$ cat config.mk
export PLATFORM = sky130hd
export DESIGN_NAME = scoreboard_ctrl
export DESIGN_NICKNAME = d
export VERILOG_FILES = /design/src/logic/sb_pkg.sv /design/src/logic/scoreboard_ctrl.sv /design/src/logic/writeback_arbiter.sv /design/src/logic/operand_read_arbiter.sv /design/src/logic/fu_status_table.sv /design/src/logic/inst_decoder.sv
export SDC_FILE = /design/constraint.sdc
export NUM_CORES = 1
export LEC_CHECK = 0
export ABC_AREA = 1
export BUFFER_PORTS_ARGS = -buffer_cell sky130_fd_sc_hd__buf_2
export CORE_UTILIZATION = 45
export CTS_CLUSTER_SIZE = 14
export DETAILED_ROUTE_END_ITERATION = 7
export HOLD_SLACK_MARGIN = 0.08
export SETUP_SLACK_MARGIN = 0.4
export SYNTH_ARGS = -nofsm -noshare
export SYNTH_HDL_FRONTEND = slang
export SYNTH_HIERARCHICAL = 1
export SYNTH_SLANG_ARGS = --single-unit
$ cat constraint.sdc
create_clock -name clk -period 7.5 [get_ports clk]
set_input_delay 0.375 -clock clk [delete_from_list [all_inputs] [get_ports clk]]
set_output_delay 0.375 -clock clk [all_outputs]
set_load 0.1 [all_outputs]
$ cat src/logic/sb_pkg.sv
package sb_pkg;

    // unit tags, fu_none doubles as "no producer"
    typedef enum logic [1:0] {
        fu_none = 2'd0,
        fu_alu  = 2'd1,
        fu_mem  = 2'd2,
        fu_mul  = 2'd3
    } fu_e;

    localparam int NUM_FU   = 3;
    localparam int NUM_REGS = 32;

    typedef logic [4:0] reg_addr_t;
    typedef logic [4:0] op_t;   // alu {use_imm, op}, mem {size, we}, mul {variant}

    // alu, bit 4 selects the immediate operand
    localparam op_t alu_add   = 5'b0_0000;
    localparam op_t alu_sub   = 5'b0_0001;
    localparam op_t alu_sll   = 5'b0_0010;
    localparam op_t alu_slt   = 5'b0_0011;
    localparam op_t alu_sltu  = 5'b0_0100;
    localparam op_t alu_xor   = 5'b0_0101;
    localparam op_t alu_srl   = 5'b0_0110;
    localparam op_t alu_sra   = 5'b0_0111;
    localparam op_t alu_or    = 5'b0_1000;
    localparam op_t alu_and   = 5'b0_1001;
    localparam op_t alu_addi  = 5'b1_0000;
    localparam op_t alu_slli  = 5'b1_0010;
    localparam op_t alu_slti  = 5'b1_0011;
    localparam op_t alu_sltiu = 5'b1_0100;
    localparam op_t alu_xori  = 5'b1_0101;
    localparam op_t alu_srli  = 5'b1_0110;
    localparam op_t alu_srai  = 5'b1_0111;
    localparam op_t alu_ori   = 5'b1_1000;
    localparam op_t alu_andi  = 5'b1_1001;
    localparam op_t alu_lui   = 5'b1_1010;

    // mem, size is funct3
    localparam op_t mem_lb  = 5'b0_000_0;
    localparam op_t mem_lh  = 5'b0_001_0;
    localparam op_t mem_lw  = 5'b0_010_0;
    localparam op_t mem_lbu = 5'b0_100_0;
    localparam op_t mem_lhu = 5'b0_101_0;
    localparam op_t mem_sb  = 5'b0_000_1;
    localparam op_t mem_sh  = 5'b0_001_1;
    localparam op_t mem_sw  = 5'b0_010_1;

    localparam op_t mul_mul    = 5'd0;
    localparam op_t mul_mulh   = 5'd1;
    localparam op_t mul_mulhsu = 5'd2;
    localparam op_t mul_mulhu  = 5'd3;

    typedef enum logic [2:0] {
        imm_none = 3'd0,
        imm_i    = 3'd1,
        imm_s    = 3'd2,
        imm_u    = 3'd3
    } imm_sel_e;

    localparam logic [6:0] op_reg   = 7'b0110011;
    localparam logic [6:0] op_imm   = 7'b0010011;
    localparam logic [6:0] op_load  = 7'b0000011;
    localparam logic [6:0] op_store = 7'b0100011;
    localparam logic [6:0] op_lui   = 7'b0110111;

    typedef enum logic [1:0] {
        wb_alu = 2'd0,
        wb_mem = 2'd1,
        wb_mul = 2'd2
    } wb_sel_e;

endpackage
$ cat src/logic/scoreboard_ctrl.sv
`timescale 1ns/1ps

module scoreboard_ctrl #(
    parameter int DATA_W = 32
) (
    input  logic              clk,
    input  logic              rst,
    input  logic              inst_valid,
    output logic              inst_ready,
    input  logic [31:0]       inst,
    input  logic [DATA_W-1:0] imm,
    output sb_pkg::imm_sel_e  imm_sel,
    input  logic              alu_done,
    input  logic              mem_done,
    input  logic              mul_done,
    output logic              alu_en,
    output logic              mem_en,
    output logic              mul_en,
    output sb_pkg::reg_addr_t rs1,
    output sb_pkg::reg_addr_t rs2,
    output logic [DATA_W-1:0] imm_out,
    output logic [3:0]        alu_op,
    output logic              alu_use_imm,
    output logic              mem_we,
    output logic [2:0]        mem_size,
    output logic [1:0]        mul_op,
    output logic              reg_write,
    output sb_pkg::wb_sel_e   write_sel,
    output sb_pkg::reg_addr_t rd
);
    import sb_pkg::*;

    // decoded instruction
    fu_e               fu;
    op_t               op;
    reg_addr_t         dst;
    reg_addr_t         src1;
    reg_addr_t         src2;

    fu_e               grant;
    fu_e               retire;

    // per-unit entry fields
    logic              entry_busy [1:NUM_FU];
    logic              entry_done [1:NUM_FU];
    logic              entry_rdy1 [1:NUM_FU];
    logic              entry_rdy2 [1:NUM_FU];
    op_t               entry_op   [1:NUM_FU];
    reg_addr_t         entry_dst  [1:NUM_FU];
    reg_addr_t         entry_src1 [1:NUM_FU];
    reg_addr_t         entry_src2 [1:NUM_FU];
    logic [DATA_W-1:0] entry_imm  [1:NUM_FU];

    inst_decoder i_inst_decoder (.*);

    fu_status_table #(.DATA_W(DATA_W)) i_fu_status_table (.*);

    operand_read_arbiter #(.DATA_W(DATA_W)) i_operand_read_arbiter (.*);

    writeback_arbiter i_writeback_arbiter (.*);

endmodule

$ cat src/logic/writeback_arbiter.sv
`timescale 1ns/1ps

module writeback_arbiter (
    input  logic              clk,
    input  logic              rst,
    input  logic              entry_busy [1:sb_pkg::NUM_FU],
    input  logic              entry_done [1:sb_pkg::NUM_FU],
    input  sb_pkg::reg_addr_t entry_dst  [1:sb_pkg::NUM_FU],
    input  sb_pkg::reg_addr_t entry_src1 [1:sb_pkg::NUM_FU],
    input  sb_pkg::reg_addr_t entry_src2 [1:sb_pkg::NUM_FU],
    input  logic              entry_rdy1 [1:sb_pkg::NUM_FU],
    input  logic              entry_rdy2 [1:sb_pkg::NUM_FU],
    output sb_pkg::fu_e       retire,
    output logic              reg_write,
    output sb_pkg::wb_sel_e   write_sel,
    output sb_pkg::reg_addr_t rd
);
    import sb_pkg::*;

    logic [NUM_FU:1] war_clear;
    logic [NUM_FU:1] can_retire;

    // WAR: hold while another unit still has to read our destination
    always_comb
    begin
        for (int u = 1; u <= NUM_FU; u++)
        begin
            war_clear[u] = 1'b1;
            for (int v = 1; v <= NUM_FU; v++)
            begin
                if (v != u && entry_dst[u] != '0)
                begin
                    if (entry_rdy1[v] && entry_src1[v] == entry_dst[u])
                        war_clear[u] = 1'b0;
                    if (entry_rdy2[v] && entry_src2[v] == entry_dst[u])
                        war_clear[u] = 1'b0;
                end
            end
            can_retire[u] = entry_busy[u] && entry_done[u] && war_clear[u];
        end
    end

    always_comb
    begin
        retire = fu_none;
        for (int u = NUM_FU; u >= 1; u--)
        begin
            if (can_retire[u])
                retire = fu_e'(u);
        end
    end

    // stores free their slot without a write
    assign reg_write = retire != fu_none && entry_dst[retire] != '0;
    assign rd        = reg_write ? entry_dst[retire] : '0;

    always_comb
    begin
        case (retire)
            fu_mem:  write_sel = wb_mem;
            fu_mul:  write_sel = wb_mul;
            default: write_sel = wb_alu;
        endcase
    end

    // a retired unit is empty on the next cycle
    a_wb_rd: assert property (@(posedge clk) disable iff (rst)
        retire != fu_none |=> !entry_busy[$past(retire)]);

endmodule

$ cat src/logic/operand_read_arbiter.sv
`timescale 1ns/1ps

module operand_read_arbiter #(
    parameter int DATA_W = 32
) (
    input  logic              clk,
    input  logic              rst,
    input  logic              entry_rdy1 [1:sb_pkg::NUM_FU],
    input  logic              entry_rdy2 [1:sb_pkg::NUM_FU],
    input  sb_pkg::op_t       entry_op   [1:sb_pkg::NUM_FU],
    input  sb_pkg::reg_addr_t entry_src1 [1:sb_pkg::NUM_FU],
    input  sb_pkg::reg_addr_t entry_src2 [1:sb_pkg::NUM_FU],
    input  logic [DATA_W-1:0] entry_imm  [1:sb_pkg::NUM_FU],
    output sb_pkg::fu_e       grant,
    output logic              alu_en,
    output logic              mem_en,
    output logic              mul_en,
    output sb_pkg::reg_addr_t rs1,
    output sb_pkg::reg_addr_t rs2,
    output logic [DATA_W-1:0] imm_out,
    output logic [3:0]        alu_op,
    output logic              alu_use_imm,
    output logic              mem_we,
    output logic [2:0]        mem_size,
    output logic [1:0]        mul_op
);
    import sb_pkg::*;

    // lowest tag wins, alu before mem before mul
    always_comb
    begin
        grant = fu_none;
        for (int u = NUM_FU; u >= 1; u--)
        begin
            if (entry_rdy1[u] && entry_rdy2[u])
                grant = fu_e'(u);
        end
    end

    assign alu_en = grant == fu_alu;
    assign mem_en = grant == fu_mem;
    assign mul_en = grant == fu_mul;

    always_comb
    begin
        rs1 = '0;
        rs2 = '0;
        imm_out = '0;
        alu_op = '0;
        alu_use_imm = 1'b0;
        mem_we = 1'b0;
        mem_size = '0;
        mul_op = '0;
        if (grant != fu_none)
        begin
            rs1 = entry_src1[grant];
            rs2 = entry_src2[grant];   // store data for mem
        end
        case (grant)
            fu_alu:
            begin
                alu_op = entry_op[fu_alu][3:0];
                alu_use_imm = entry_op[fu_alu][4];
                imm_out = entry_imm[fu_alu];
            end
            fu_mem:
            begin
                mem_we = entry_op[fu_mem][0];
                mem_size = entry_op[fu_mem][3:1];
                imm_out = entry_imm[fu_mem];
            end
            fu_mul: mul_op = entry_op[fu_mul][1:0];
            default: ;
        endcase
    end

    // never the same unit on two cycles running
    a_read_once: assert property (@(posedge clk) disable iff (rst)
        grant != fu_none |=> grant != $past(grant));

endmodule

$ cat src/logic/fu_status_table.sv
`timescale 1ns/1ps

module fu_status_table #(
    parameter int DATA_W = 32
) (
    input  logic              clk,
    input  logic              rst,
    input  logic              inst_valid,
    input  sb_pkg::fu_e       fu,
    input  sb_pkg::op_t       op,
    input  sb_pkg::reg_addr_t dst,
    input  sb_pkg::reg_addr_t src1,
    input  sb_pkg::reg_addr_t src2,
    input  logic [DATA_W-1:0] imm,
    input  logic              alu_done,
    input  logic              mem_done,
    input  logic              mul_done,
    input  sb_pkg::fu_e       grant,
    input  sb_pkg::fu_e       retire,
    output logic              inst_ready,
    output logic              entry_busy [1:sb_pkg::NUM_FU],
    output logic              entry_done [1:sb_pkg::NUM_FU],
    output logic              entry_rdy1 [1:sb_pkg::NUM_FU],
    output logic              entry_rdy2 [1:sb_pkg::NUM_FU],
    output sb_pkg::op_t       entry_op   [1:sb_pkg::NUM_FU],
    output sb_pkg::reg_addr_t entry_dst  [1:sb_pkg::NUM_FU],
    output sb_pkg::reg_addr_t entry_src1 [1:sb_pkg::NUM_FU],
    output sb_pkg::reg_addr_t entry_src2 [1:sb_pkg::NUM_FU],
    output logic [DATA_W-1:0] entry_imm  [1:sb_pkg::NUM_FU]
);
    import sb_pkg::*;

    fu_e             tag1 [1:NUM_FU];   // producer still owed to src1
    fu_e             tag2 [1:NUM_FU];
    fu_e             rrs  [NUM_REGS];   // pending producer per register
    fu_e             tag1_now;
    fu_e             tag2_now;
    logic            rdy1_new;
    logic            rdy2_new;
    logic            issue;
    logic [NUM_FU:1] done_in;

    assign done_in = {mul_done, mem_done, alu_done};

    // structural hazard or WAW
    assign inst_ready = !((fu != fu_none && entry_busy[fu]) ||
                          (dst != '0 && rrs[dst] != fu_none));
    assign issue = inst_valid && inst_ready && fu != fu_none;

    assign tag1_now = rrs[src1];
    assign tag2_now = rrs[src2];
    // producer retiring on this edge counts as written
    assign rdy1_new = tag1_now == fu_none || tag1_now == retire;
    assign rdy2_new = tag2_now == fu_none || tag2_now == retire;

    always_ff @(posedge clk or posedge rst)
    begin
        if (rst)
        begin
            for (int r = 0; r < NUM_REGS; r++)
            begin
                rrs[r] <= fu_none;
            end
            for (int u = 1; u <= NUM_FU; u++)
            begin
                entry_busy[u] <= 1'b0;
                entry_done[u] <= 1'b0;
                entry_rdy1[u] <= 1'b0;
                entry_rdy2[u] <= 1'b0;
                tag1[u] <= fu_none;
                tag2[u] <= fu_none;
            end
        end
        else
        begin
            for (int u = 1; u <= NUM_FU; u++)
            begin
                if (grant == u)   // operands read this cycle
                begin
                    entry_rdy1[u] <= 1'b0;
                    entry_rdy2[u] <= 1'b0;
                end
                // RAW wakeup
                if (retire != fu_none && tag1[u] == retire)
                begin
                    entry_rdy1[u] <= 1'b1;
                    tag1[u] <= fu_none;
                end
                if (retire != fu_none && tag2[u] == retire)
                begin
                    entry_rdy2[u] <= 1'b1;
                    tag2[u] <= fu_none;
                end
                if (done_in[u])
                    entry_done[u] <= 1'b1;
                if (retire == u)
                begin
                    entry_busy[u] <= 1'b0;
                    entry_done[u] <= 1'b0;
                    entry_rdy1[u] <= 1'b0;
                    entry_rdy2[u] <= 1'b0;
                end
            end

            if (retire != fu_none)
                rrs[entry_dst[retire]] <= fu_none;

            if (issue)
            begin
                if (dst != '0)
                    rrs[dst] <= fu;
                entry_busy[fu] <= 1'b1;
                entry_done[fu] <= 1'b0;
                entry_rdy1[fu] <= rdy1_new;
                entry_rdy2[fu] <= rdy2_new;
                tag1[fu] <= rdy1_new ? fu_none : tag1_now;
                tag2[fu] <= rdy2_new ? fu_none : tag2_now;
            end
        end
    end

    always_ff @(posedge clk)
    begin
        if (issue)
        begin
            entry_op[fu] <= op;
            entry_dst[fu] <= dst;
            entry_src1[fu] <= src1;
            entry_src2[fu] <= src2;
            entry_imm[fu] <= imm;
        end
    end

    // a busy entry is never overwritten by a new issue
    for (genvar u = 1; u <= NUM_FU; u++)
    begin : g_busy_hold
        a_issue_free: assert property (@(posedge clk) disable iff (rst)
            entry_busy[u] && retire != u |=>
                entry_busy[u] && entry_op[u] == $past(entry_op[u]) &&
                entry_dst[u] == $past(entry_dst[u]));
    end

endmodule

$ cat src/logic/inst_decoder.sv
`timescale 1ns/1ps

module inst_decoder (
    input  logic [31:0]       inst,
    output sb_pkg::fu_e       fu,
    output sb_pkg::op_t       op,
    output sb_pkg::reg_addr_t dst,
    output sb_pkg::reg_addr_t src1,
    output sb_pkg::reg_addr_t src2,
    output sb_pkg::imm_sel_e  imm_sel
);
    import sb_pkg::*;

    logic [6:0] opcode;
    logic [2:0] funct3;
    logic [6:0] funct7;
    logic       use_rd;
    logic       use_rs1;
    logic       use_rs2;
    imm_sel_e   imm_fmt;

    assign opcode = inst[6:0];
    assign funct3 = inst[14:12];
    assign funct7 = inst[31:25];

    always_comb
    begin
        fu = fu_none;
        op = '0;
        use_rd = 1'b0;
        use_rs1 = 1'b0;
        use_rs2 = 1'b0;
        imm_fmt = imm_none;
        case (opcode)
            op_reg:
            begin
                use_rd = 1'b1;
                use_rs1 = 1'b1;
                use_rs2 = 1'b1;
                if (funct7 == 7'h01 && !funct3[2])
                begin
                    fu = fu_mul;
                    op = {3'b000, funct3[1:0]};   // mul variants follow funct3
                end
                else if (funct7 == 7'h00 || funct7 == 7'h20)
                begin
                    fu = fu_alu;
                    case ({funct7[5], funct3})
                        4'h0: op = alu_add;
                        4'h8: op = alu_sub;
                        4'h1: op = alu_sll;
                        4'h2: op = alu_slt;
                        4'h3: op = alu_sltu;
                        4'h4: op = alu_xor;
                        4'h5: op = alu_srl;
                        4'hd: op = alu_sra;
                        4'h6: op = alu_or;
                        4'h7: op = alu_and;
                        default: fu = fu_none;
                    endcase
                end
            end
            op_imm:
            begin
                fu = fu_alu;
                use_rd = 1'b1;
                use_rs1 = 1'b1;
                imm_fmt = imm_i;
                case (funct3)
                    3'h0: op = alu_addi;
                    3'h1: op = alu_slli;
                    3'h2: op = alu_slti;
                    3'h3: op = alu_sltiu;
                    3'h4: op = alu_xori;
                    3'h5: op = funct7[5] ? alu_srai : alu_srli;
                    3'h6: op = alu_ori;
                    default: op = alu_andi;
                endcase
                // shift amounts only, no stray funct7 bits
                if (funct3[1:0] == 2'b01 && funct7 != 7'h00 && !(funct3[2] && funct7 == 7'h20))
                    fu = fu_none;
            end
            op_load:
            begin
                fu = fu_mem;
                use_rd = 1'b1;
                use_rs1 = 1'b1;
                imm_fmt = imm_i;
                case (funct3)
                    3'h0: op = mem_lb;
                    3'h1: op = mem_lh;
                    3'h2: op = mem_lw;
                    3'h4: op = mem_lbu;
                    3'h5: op = mem_lhu;
                    default: fu = fu_none;
                endcase
            end
            op_store:
            begin
                fu = fu_mem;
                use_rs1 = 1'b1;
                use_rs2 = 1'b1;
                imm_fmt = imm_s;
                case (funct3)
                    3'h0: op = mem_sb;
                    3'h1: op = mem_sh;
                    3'h2: op = mem_sw;
                    default: fu = fu_none;
                endcase
            end
            op_lui:
            begin
                fu = fu_alu;
                op = alu_lui;
                use_rd = 1'b1;
                imm_fmt = imm_u;
            end
            default: fu = fu_none;
        endcase
    end

    // unused fields read as x0
    assign dst     = (fu != fu_none && use_rd) ? inst[11:7] : '0;
    assign src1    = (fu != fu_none && use_rs1) ? inst[19:15] : '0;
    assign src2    = (fu != fu_none && use_rs2) ? inst[24:20] : '0;
    assign imm_sel = (fu != fu_none) ? imm_fmt : imm_none;

endmodule

==> impl_metrics.yaml <==
route:
  vias_per_cell: 5.20
  final_antenna_net_count: 0
  wl_per_cell_um: 16.9
  wirelength_mm: 43.6
  drtIter0Drc: 1254
  route.vias.total: 13500
  drt_pass1_iterations: 6
  drc: 0
sta:
  final.setup.worst_slack_ps: 2900
  fin_hold_ws_ps: 102
  max_freq_mhz: 217
  drv_slew: 0
  finalSetupViolCount: 0
  hold_viol_final: 0
  slew_headroom_pct: 22.3
  setup_tns_ps: 0
  rsz0062_at_grt: "no"
  period_needed_ps: 4600
  post-route-period-util_pct: 61.3
  worst-slew-pin-transition_ps: 1160
  clock_skew_ps: 13.8
layout:
  final_nets: 2247
  fillCellCount: 3012
  area_delta_synth_final_pct: 14.7
  antenna_cells: 0
  drive_gt1_share_pct: 13.5
  fin_cells: 2587
  utilization_pct: 52.9
  fin_area_um2: 15800
global_routing:
  grt_max_degree: 65
  grt_util_met2_pct: 47.1
  grt_util_met3_pct: 3.74
  grt_pass1_vias: 12400
  use_met1_pct: 36.2
  grt_overflow: 0
  grt_pass1_wl_mm: 67.6
  grt_usage_pct: 28.0
  antenna_found_initial: 0
  busiest_layer: "met2"
power_and_ir_drop:
  power_switching_share_pct: 43.8
  vdd_drop_max_uv: 235
  p_per_area_nw_per_um2: 255
  p_int_mw: 2.26
  clockPowerShare_pct: 31.7
  p_leak_nw: 7.45
  power.share.combinational_pct: 36.5
  p_switching_mw: 1.76
  p_seq_share_pct: 31.8
  finalPower_mw: 4.02
synth:
  synthCells: 2034
  ys_warn_count: 6
  syn_nets: 2104
  avgSynthCellArea_um2: 6.77
  syn_area_um2: 13800
flow_run:
  drv_cap: 0
setup_path:
  r2r_slack_ps: 2900
  arrival_ps: 5000
  critPathMaxFanout: 18
  reg2reg_to: "i_fu_status_table/rrs[4]"
  cp.required_ps: 7900
  reg2reg_depth: 24
  reg2reg_from: "i_fu_status_table/entry_dst[10]"
  critPathCaptureType: "register"
  start_kind: "register"
  path_class: "reg -> reg"
cts:
  insertion_delay_ps: 540
  cts_tree: "yes"
  cts_setup_buffers: 0
  cts-root-buf: "clkbuf_16"
  cts_hold_buf: 34
  cts_num_sinks: 208
  cts_buffers: 26
  post_cts_resize_count: 0
  path_clk_slew_ps: 60
  cts_max_path_buffers: 3
  cts.htree.levels: 1
die:
  core_area_um2: 29900
  initial_core_util_pct: 46.1
  rows: 63
  io_pins: 138
  dieArea_um2: 31300
  die_w_um: 177
  dieHeight_um: 177
placement:
  place_congestion: 0.950
  dp_cells: 2505
  hpwl_mm: 31.7
  pre_cts_slack_ps: 2340
  portBuffers: 136
  dpl_cell_area_um2: 14600
min_path:
  hold_path_end: "i_fu_status_table/entry_done[0]"
  hold_depth: 3
  hold_class: "in -> reg"
  hp-start: "mul_done"
status:
  status: "completed"
[flip-flops by register name, summed over array words and instances (netlist names), 6 cells and up]
register	flops
i_fu_status_table/entry_imm	64
i_fu_status_table/entry_dst	15
i_fu_status_table/entry_src2	15
i_fu_status_table/rrs	64
i_fu_status_table/tag2	6
i_fu_status_table/entry_src1	15
i_fu_status_table/entry_op	11
i_fu_status_table/tag1	6
[cell usage in the layout, fill, tap and decap left out, types with 13 or more instances in the layout]
cell type	instances
nor2_1	260
buf_4	15
clkbuf_16	26
o21ai_1	80
inv_1	276
o21ai_0	82
a21oi_1	19
nand4_1	19
nor2_2	13
edfxtp_1	120
nand2_2	37
dfrtp_1	88
inv_2	27
nand3_1	166
nand2_1	718
dlygate4sd3_1	34
buf_2	136
[final cells by class]
class,instances,area (um^2),area share [%]
tap,390,488,3.09
clock buffer,38,746,4.72
sequential,208,5810,36.8
multi-input combinational,1448,6300,39.9
inverter,308,1170,7.41
timing repair buffer,185,1130,7.18
clock inverter,10,143,0.903
[critical path, cell delays in order (launching register included)]
cell and delay, ps:
edfxtp_1 550, inv_2 190, nand2_1 80, o21ai_1 90
nor2_1 70, nand3_2 60, nand2_1 80, o21ai_2 160
nand2_2 170, inv_1 210, nor2_1 70, inv_1 440
inv_2 130, nor2_2 370, nand2_1 90, nand3_1 220
inv_1 70, nor2_1 650, inv_2 200, nor2_1 220
nor2_1 80, nand2_1 50, o21ai_0 70, inv_1 80
o21ai_1 60
[routing by layer]
layer	wire length (um)	share of wire [%]	up-vias
li1	-	-	6653
met1	18500	42	6187
met2	20600	47	495
met3	2760	6.3	123
met4	1810	4.2	0
met5	0	0	-
[power by group through the flow]
stage               combinational, mW  clock, mW  sequential [mW]
CTS                              1.46       1.30             1.28
floorplan                        1.17          0             1.28
finish                           1.47       1.27             1.28
global route                     1.56       1.34             1.28
global placement                 1.44          0             1.30
detailed placement               1.44          0             1.30
[worst max path at each step]
stage	startpoint	endpoint	slack (ps)	cells past startpoint
6_report	i_fu_status_table/entry_dst[10]	i_fu_status_table/rrs[4]	2900	24
3_5_place_dp	inst[14]	i_fu_status_table/entry_imm[90]	2340	24
4_1_cts	inst[14]	i_fu_status_table/entry_src2[11]	2900	24
2_1_floorplan	inst[2]	inst_ready	2700	20
5_1_grt	inst[2]	i_fu_status_table/entry_src2[11]	2400	23
3_3_place_gp	inst[2]	i_fu_status_table/entry_imm[71]	2500	23
No activity file was read; power rests on OpenSTA's default activity.
